--- config.mk ---
export PLATFORM = sky130hd
export DESIGN_NAME = uart_cmd_master
export DESIGN_NICKNAME = d
export VERILOG_FILES = /design/src/common/uart_cmd_pkg.sv /design/src/rtl/baud_timer.sv /design/src/rtl/uart_tx_frame.sv /design/src/rtl/uart_rx_frame.sv /design/src/rtl/cmd_ctrl/uart_cmd_ctrl.sv /design/src/rtl/uart_cmd_master.sv
export SDC_FILE = /design/constraint.sdc
export NUM_CORES = 1
export LEC_CHECK = 0
export BUFFER_PORTS_ARGS = -buffer_cell sky130_fd_sc_hd__buf_2
export CAP_MARGIN = 10
export CORE_UTILIZATION = 41
export DETAILED_ROUTE_END_ITERATION = 8
export SLEW_MARGIN = 20
export SYNTH_ARGS = -nofsm -noshare
export SYNTH_HDL_FRONTEND = slang
export SYNTH_SLANG_ARGS = --single-unit
--- constraint.sdc ---
create_clock -name clk -period 4.52 [get_ports clk]
set_input_delay 0.904 -clock clk [delete_from_list [all_inputs] [get_ports clk]]
set_output_delay 0.904 -clock clk [all_outputs]
set_load 0.005 [all_outputs]
--- src/common/uart_cmd_pkg.sv ---
`default_nettype none

package uart_cmd_pkg;

  // Serial timing.
  localparam int BIT_CYCLES      = 434;  // Clocks per bit period.
  localparam int FRAME_BITS      = 11;   // Start, 8 data, parity, stop.
  localparam int GAP_BITS        = 4;    // Idle periods between write frames.
  localparam int RX_TIMEOUT_BITS = 32;   // Periods to wait for a reply start bit.

  // Counter widths derived from the timing above.
  localparam int BIT_CNT_W   = $clog2(BIT_CYCLES);
  localparam int FRAME_CNT_W = $clog2(FRAME_BITS);
  localparam int TICK_CNT_W  = $clog2((RX_TIMEOUT_BITS > GAP_BITS) ? RX_TIMEOUT_BITS
                                                                  : GAP_BITS);

  // Bit timer reload values.
  localparam logic [BIT_CNT_W-1:0] FULL_RELOAD = BIT_CNT_W'(BIT_CYCLES - 1);
  localparam logic [BIT_CNT_W-1:0] HALF_RELOAD = BIT_CNT_W'((BIT_CYCLES - 1) / 2);

  // Last tick index within a frame, counted from zero.
  localparam logic [FRAME_CNT_W-1:0] FRAME_LAST = FRAME_CNT_W'(FRAME_BITS - 1);

  // Host command word. The upper byte goes out as the head frame.
  typedef struct packed {
    logic       wr;     // High for a write.
    logic [6:0] addr;   // Register address.
    logic [7:0] wdata;  // Write data, second frame of a write.
  } uart_cmd_t;

  // Bit timer control from the command FSM.
  typedef struct packed {
    logic restart;  // Reload the counter.
    logic half;     // First period is half length.
  } timer_ctl_t;

endpackage

`default_nettype wire

--- src/rtl/baud_timer.sv ---
`default_nettype none

module baud_timer
  import uart_cmd_pkg::*;
(
  input  logic       clk,
  input  logic       rst_n,
  input  timer_ctl_t timer_ctl,
  output logic       tick
);

  logic [BIT_CNT_W-1:0] cnt;

  // A pending tick is dropped while the counter is being restarted.
  assign tick = (cnt == '0) && !timer_ctl.restart;

  always_ff @(posedge clk or negedge rst_n)
  begin
    if (!rst_n)
    begin
      cnt <= FULL_RELOAD;
    end
    else if (timer_ctl.restart)
    begin
      cnt <= timer_ctl.half ? HALF_RELOAD : FULL_RELOAD;
    end
    else if (cnt == '0)
    begin
      cnt <= FULL_RELOAD;  // Every later period is full length.
    end
    else
    begin
      cnt <= cnt - 1'b1;
    end
  end

endmodule

`default_nettype wire

--- src/rtl/uart_tx_frame.sv ---
`default_nettype none

module uart_tx_frame
  import uart_cmd_pkg::*;
(
  input  logic       clk,
  input  logic       rst_n,
  input  logic       tx_load,
  input  logic [7:0] tx_byte,
  input  logic       tick,
  output logic       tx,
  output logic       tx_done
);

  logic [FRAME_BITS-1:0]  frame;
  logic [FRAME_CNT_W-1:0] bit_cnt;
  logic                   busy;

  assign tx_done = busy && tick && (bit_cnt == FRAME_LAST);

  always_ff @(posedge clk or negedge rst_n)
  begin
    if (!rst_n)
    begin
      busy    <= 1'b0;
      bit_cnt <= '0;
      tx      <= 1'b1;  // Line idles high.
    end
    else if (tx_load)
    begin
      busy    <= 1'b1;
      bit_cnt <= '0;
      tx      <= 1'b0;  // Start bit.
    end
    else if (busy && tick)
    begin
      tx <= frame[1];  // Ones fill in behind, so the last tick leaves tx idle.
      if (tx_done)
      begin
        busy <= 1'b0;
      end
      else
      begin
        bit_cnt <= bit_cnt + 1'b1;
      end
    end
  end

  // Stop, even parity, data LSB first, start.
  always_ff @(posedge clk)
  begin
    if (tx_load)
    begin
      frame <= {1'b1, ^tx_byte, tx_byte, 1'b0};
    end
    else if (busy && tick)
    begin
      frame <= {1'b1, frame[FRAME_BITS-1:1]};
    end
  end

endmodule

`default_nettype wire

--- src/rtl/uart_rx_frame.sv ---
`default_nettype none

module uart_rx_frame
  import uart_cmd_pkg::*;
(
  input  logic       clk,
  input  logic       rst_n,
  input  logic       rx,
  input  logic       rx_arm,
  input  logic       tick,
  output logic       rx_start,
  output logic       rx_done,
  output logic [7:0] rx_byte,
  output logic       rx_bad
);

  logic [1:0]             rx_sync;
  logic                   rx_s;
  logic                   busy;
  logic [FRAME_CNT_W-1:0] bit_cnt;
  logic [8:0]             shreg;  // Parity in bit 8, data below it.
  logic                   sample;

  assign rx_s = rx_sync[1];

  assign rx_start = rx_arm && !busy && !rx_s;
  assign rx_done  = busy && tick && (bit_cnt == FRAME_LAST);

  // Tick 0 lands mid start bit, ticks 1 to 9 carry data and parity.
  assign sample = busy && tick && (bit_cnt != '0) && !rx_done;

  assign rx_byte = shreg[7:0];
  assign rx_bad  = (^shreg) || !rx_s;  // Odd count of ones, or a low stop bit.

  always_ff @(posedge clk or negedge rst_n)
  begin
    if (!rst_n)
    begin
      rx_sync <= 2'b11;
    end
    else
    begin
      rx_sync <= {rx_sync[0], rx};
    end
  end

  always_ff @(posedge clk or negedge rst_n)
  begin
    if (!rst_n)
    begin
      busy    <= 1'b0;
      bit_cnt <= '0;
    end
    else if (rx_start)
    begin
      busy    <= 1'b1;
      bit_cnt <= '0;
    end
    else if (busy && tick)
    begin
      if (rx_done)
      begin
        busy <= 1'b0;
      end
      else
      begin
        bit_cnt <= bit_cnt + 1'b1;
      end
    end
  end

  // LSB arrives first, so shift in from the top.
  always_ff @(posedge clk)
  begin
    if (sample)
    begin
      shreg <= {rx_s, shreg[8:1]};
    end
  end

endmodule

`default_nettype wire

--- src/rtl/cmd_ctrl/uart_cmd_ctrl.sv ---
`default_nettype none

module uart_cmd_ctrl
  import uart_cmd_pkg::*;
(
  input  logic       clk,
  input  logic       rst_n,
  input  uart_cmd_t  cmd,
  input  logic       cmd_vld,
  output logic       cmd_rdy,
  input  logic       tick,
  output timer_ctl_t timer_ctl,
  output logic       tx_load,
  output logic [7:0] tx_byte,
  input  logic       tx_done,
  output logic       rx_arm,
  input  logic       rx_start,
  input  logic       rx_done,
  input  logic [7:0] rx_byte,
  input  logic       rx_bad,
  output logic       read_rdy,
  output logic [7:0] read_data,
  output logic       read_err
);

  typedef enum logic [2:0] {
    S_IDLE,
    S_SEND_HEAD,
    S_GAP,
    S_SEND_DATA,
    S_WAIT_REPLY,
    S_RECV_REPLY,
    S_REPORT
  } state_t;

  state_t                state;
  uart_cmd_t             cmd_q;
  logic [TICK_CNT_W-1:0] tick_cnt;
  logic                  accept;
  logic                  gap_done;
  logic                  timeout;

  assign cmd_rdy  = (state == S_IDLE);
  assign accept   = cmd_vld && cmd_rdy;
  assign rx_arm   = (state == S_WAIT_REPLY) || (state == S_RECV_REPLY);
  assign read_rdy = (state == S_REPORT);  // One cycle, then back to idle.

  assign gap_done = (state == S_GAP) && tick &&
                    (tick_cnt == TICK_CNT_W'(GAP_BITS - 1));

  // A start bit in the same cycle wins over the timeout.
  assign timeout  = (state == S_WAIT_REPLY) && !rx_start && tick &&
                    (tick_cnt == TICK_CNT_W'(RX_TIMEOUT_BITS - 1));

  always_ff @(posedge clk or negedge rst_n)
  begin
    if (!rst_n)
    begin
      state     <= S_IDLE;
      tick_cnt  <= '0;
      timer_ctl <= '0;
      tx_load   <= 1'b0;
      read_data <= '0;
      read_err  <= 1'b0;
    end
    else
    begin
      timer_ctl <= '0;
      tx_load   <= 1'b0;
      case (state)
        S_IDLE:
        begin
          if (accept)
          begin
            state             <= S_SEND_HEAD;
            tx_load           <= 1'b1;
            timer_ctl.restart <= 1'b1;  // Align ticks to the frame start.
          end
        end
        S_SEND_HEAD:
        begin
          if (tx_done)
          begin
            tick_cnt <= '0;
            state    <= cmd_q.wr ? S_GAP : S_WAIT_REPLY;
          end
        end
        S_GAP:
        begin
          if (gap_done)
          begin
            state             <= S_SEND_DATA;
            tx_load           <= 1'b1;
            timer_ctl.restart <= 1'b1;
          end
          else if (tick)
          begin
            tick_cnt <= tick_cnt + 1'b1;
          end
        end
        S_SEND_DATA:
        begin
          if (tx_done)
          begin
            state <= S_IDLE;
          end
        end
        S_WAIT_REPLY:
        begin
          if (rx_start)
          begin
            state     <= S_RECV_REPLY;
            timer_ctl <= '{restart: 1'b1, half: 1'b1};  // Later ticks fall mid-bit.
          end
          else if (timeout)
          begin
            state     <= S_REPORT;
            read_data <= '0;
            read_err  <= 1'b1;
          end
          else if (tick)
          begin
            tick_cnt <= tick_cnt + 1'b1;
          end
        end
        S_RECV_REPLY:
        begin
          if (rx_done)
          begin
            state     <= S_REPORT;
            read_data <= rx_byte;
            read_err  <= rx_bad;
          end
        end
        S_REPORT:
        begin
          state <= S_IDLE;
        end
        default:
        begin
          state <= S_IDLE;
        end
      endcase
    end
  end

  // Command and outgoing byte.
  always_ff @(posedge clk)
  begin
    if (accept)
    begin
      cmd_q   <= cmd;
      tx_byte <= {cmd.wr, cmd.addr};  // Head frame is the upper byte.
    end
    else if (gap_done)
    begin
      tx_byte <= cmd_q.wdata;
    end
  end

endmodule

`default_nettype wire

--- src/rtl/uart_cmd_master.sv ---
`default_nettype none

module uart_cmd_master
  import uart_cmd_pkg::*;
(
  input  logic       clk,
  input  logic       rst_n,
  input  uart_cmd_t  cmd,
  input  logic       cmd_vld,
  input  logic       rx,
  output logic       tx,
  output logic       cmd_rdy,
  output logic       read_rdy,
  output logic [7:0] read_data,
  output logic       read_err
);

  timer_ctl_t timer_ctl;
  logic       tick;
  logic       tx_load;
  logic [7:0] tx_byte;
  logic       tx_done;
  logic       rx_arm;
  logic       rx_start;
  logic       rx_done;
  logic [7:0] rx_byte;
  logic       rx_bad;

  uart_cmd_ctrl uart_cmd_ctrl_i (
    .clk       (clk),
    .rst_n     (rst_n),
    .cmd       (cmd),
    .cmd_vld   (cmd_vld),
    .cmd_rdy   (cmd_rdy),
    .tick      (tick),
    .timer_ctl (timer_ctl),
    .tx_load   (tx_load),
    .tx_byte   (tx_byte),
    .tx_done   (tx_done),
    .rx_arm    (rx_arm),
    .rx_start  (rx_start),
    .rx_done   (rx_done),
    .rx_byte   (rx_byte),
    .rx_bad    (rx_bad),
    .read_rdy  (read_rdy),
    .read_data (read_data),
    .read_err  (read_err)
  );

  baud_timer baud_timer_i (
    .clk       (clk),
    .rst_n     (rst_n),
    .timer_ctl (timer_ctl),
    .tick      (tick)
  );

  uart_tx_frame uart_tx_frame_i (
    .clk     (clk),
    .rst_n   (rst_n),
    .tx_load (tx_load),
    .tx_byte (tx_byte),
    .tick    (tick),
    .tx      (tx),
    .tx_done (tx_done)
  );

  uart_rx_frame uart_rx_frame_i (
    .clk      (clk),
    .rst_n    (rst_n),
    .rx       (rx),
    .rx_arm   (rx_arm),
    .tick     (tick),
    .rx_start (rx_start),
    .rx_done  (rx_done),
    .rx_byte  (rx_byte),
    .rx_bad   (rx_bad)
  );

endmodule

`default_nettype wire

==> reports/results.tsv <==
metric	value	unit
grt.overflow.total	0	
status	finished clean	
cts_hold_buffers	0	
setup_tns	0	ns
cp.required	4.76	ns
cp_top_family	simple AND/OR/NAND/NOR gates	
antenna_found_initial	0	
ys_warn_count	0	
synth_edf_count	35	
final_cells	457	
cts_root_buffer	clkbuf_8	
portBuffers	31	
tritoncts	done	
hold_viol_final	0	
arrival	2.92	ns
seq_area_frac_synth	57.7	%
slowest_stage	or4b_2	
p_leak	1.65	nW
via_per_inst	5.09	
cts_inserted_buffers	9	
grt_setup_unrepaired	no	
critPathMaxFanout	5	
io_pins	32	
dp_hpwl	4220	µm
core_area	0.00868	mm²
insertion_delay	0.35	ns
drc	0	
final_util	47.4	%
max_freq	0.374	GHz
ys_top_cells_by_area	edfxtp_1 (29%), dfrtp_1 (23%), dfstp_2 (5.7%)	
drv_cap	0	
start_kind	flop	
dp_cells	440	
grt_pass1_wl	10500	µm
relSlewSlack	44.1	%
vias	2327	
grtUsageTotal	15.1	%
cts_resized	0	
post-route-min-period	2.68	ns
netlist.area_leader.share	28.7	%
peakVddDrop	0.146	mV
crit_type	reg2reg	
syn2layout_area_growth	12.3	%
synth_xor_area_share	6.45	%
place.gp.congestion	0.834	
setup_viol	0	
hold_class	reg2reg	
dieArea	0.00932	mm²
ant_nets	0	
first_global_vias	2241	
synth-simple-area-share	16.4	%
wl_per_cell	13.7	µm
postSynthCellCount	310	
crit_path_start	baud_timer_i.cnt[1]$_DFF_PN0_	
synthMuxAreaShare	3.86	%
syn_nets	339	
htreeDepth	3	
synth_top_family_by_area	simple AND/OR/NAND/NOR gates	
min_from	uart_rx_frame_i.rx_sync[0]$_DFF_PN1_	
n_fill_cell	837	
path_buf_inv	1	
clock_sinks	77	
row_count	34	
cts_setup_buffers	0	
clock_skew	0.0116	ns
ys_ff_latch	77	
num_antenna_cells	0	
synth-async-reset-ratio	54.5	%
synth.most_common_cell	edfxtp_1	
wl	6260	µm
r2r_start	baud_timer_i.cnt[1]$_DFF_PN0_	
synth-compound-area-share	9.39	%
nets	373	
dr.pass1.iters	4	
yosysUniqueCellTypes	54	
finalCritPeriodShare	59.2	%
die_h	96.5	µm
synth_fa_ha_area_share	3.07	%
synth_commonest_cells	edfxtp_1 (35), dfrtp_1 (34), nand2_1 (30), xnor2_1 (23), nor2_1 (22)	
total_power	1.23	mW
die_w	96.5	µm
grt_max_degree	43	
worst_pin_slew	0.836	ns
drive_gt1_share	24.1	%
maxSlewViolCount	0	
synthFlopType	edfxtp_1	
clkTransAtPathRegs	0.08	ns
cts_max_path_buffers	2	
yosysTopAreaCell	edfxtp_1	
drt_iter0_drc	105	
initial_utilization	42.2	%
worstPathCellList	inv_1, ha_1, or4b_2, nor3_1, nand3_1, a21oi_2, mux2_2	
crit_path_max_incr_delay	0.63	ns
power_density	299	mW/mm²
netlist_area	0.00366	mm²
syn_area_per_cell	11.8	µm²
worst_setup_path_end_kind	flop	
[metal layers]
metal	vias up	GRT usage, %	wire, µm
met3	5	4.69	248
met1	1108	20.1	2990
met4	0	5.39	52
met2	46	23.2	2970
li1	1168	-	-
met5	-	0	0
[cells in the final DEF (no fill, tap or decap), types with 5 or more instances in the layout]
cell / netlist / routed
a22o_1: 8 / 8
buf_2: 1 / 31
clkbuf_8: 0 / 9
dfrtp_1: 34 / 34
dfstp_2: 8 / 8
edfxtp_1: 35 / 35
ha_1: 9 / 9
inv_1: 13 / 13
mux2_2: 9 / 9
nand2_1: 30 / 30
nand2b_1: 5 / 5
nand3_1: 10 / 10
nor2_1: 22 / 22
o21ai_0: 16 / 16
or2_2: 5 / 5
or3_1: 5 / 5
xnor2_1: 23 / 23
[final timing paths]
check,slack (ns),to,cells after the start
max,1.84,uart_cmd_ctrl_i.tick_cnt[0]$_DFFE_PN0P_,7
min,0.37,uart_rx_frame_i.rx_sync[1]$_DFF_PN1_,0
max reg2reg,1.84,uart_cmd_ctrl_i.tick_cnt[0]$_DFFE_PN0P_,7
min reg2reg,0.37,uart_rx_frame_i.rx_sync[1]$_DFF_PN1_,0
max in group asynchronous,3.40,baud_timer_i.cnt[7]$_DFF_PN1_,2
min in group asynchronous,0.53,uart_cmd_ctrl_i.read_data[2]$_DFFE_PN0P_,1
[sequential cells by signal (all words and copies together) (netlist names), 2 cells and up]
signal / flops
uart_rx_frame_i.shreg: 9
uart_tx_frame_i.bit_cnt: 4
uart_cmd_ctrl_i.tick_cnt: 5
uart_rx_frame_i.bit_cnt: 4
uart_cmd_ctrl_i.state: 3
uart_cmd_ctrl_i.timer_ctl: 2
uart_tx_frame_i.frame: 9
uart_rx_frame_i.rx_sync: 2
uart_cmd_ctrl_i.cmd_q: 9
baud_timer_i.cnt: 9
uart_cmd_ctrl_i.tx_byte: 8
uart_cmd_ctrl_i.read_data: 8
[report_power, final]
part / switching (mW) / internal [mW] / total, mW
clock: 0.273 / 0.206 / 0.479
combinational: 0.0107 / 0.00863 / 0.0194
sequential: 0.000591 / 0.730 / 0.730
[cells by family (layout without fill, tap and decap cells)]
family / count (synthesis) / in the layout
flops: 77 / 77
compound gates: 49 / 49
xor+xnor: 27 / 27
fa+ha+maj: 9 / 9
simple gates: 110 / 110
buf+inv: 25 / 64
mux: 13 / 13
[area by class of cell]
cell class	instances	area [µm²]	area share [%]
Inverter	13	48.8	1.19
Multi-Input combinational cell	208	1430	34.8
Timing Repair Buffer	35	205	4.99
Clock buffer	9	124	3.01
Sequential cell	77	2110	51.3
Tap cell	108	135	3.28
Clock inverter	7	56.3	1.37
[metrics by stage]
stage	cell area (µm²)	worst slack, ns	hold WS (ns)
global route	4120	1.69	0.379
finish	4120	1.84	0.371
floorplan	3660	1.69	0.345
CTS	4090	1.88	0.374
global placement	3910	1.93	0.346
detailed placement	3910	1.90	0.360
(Power assumes the default switching activity.)
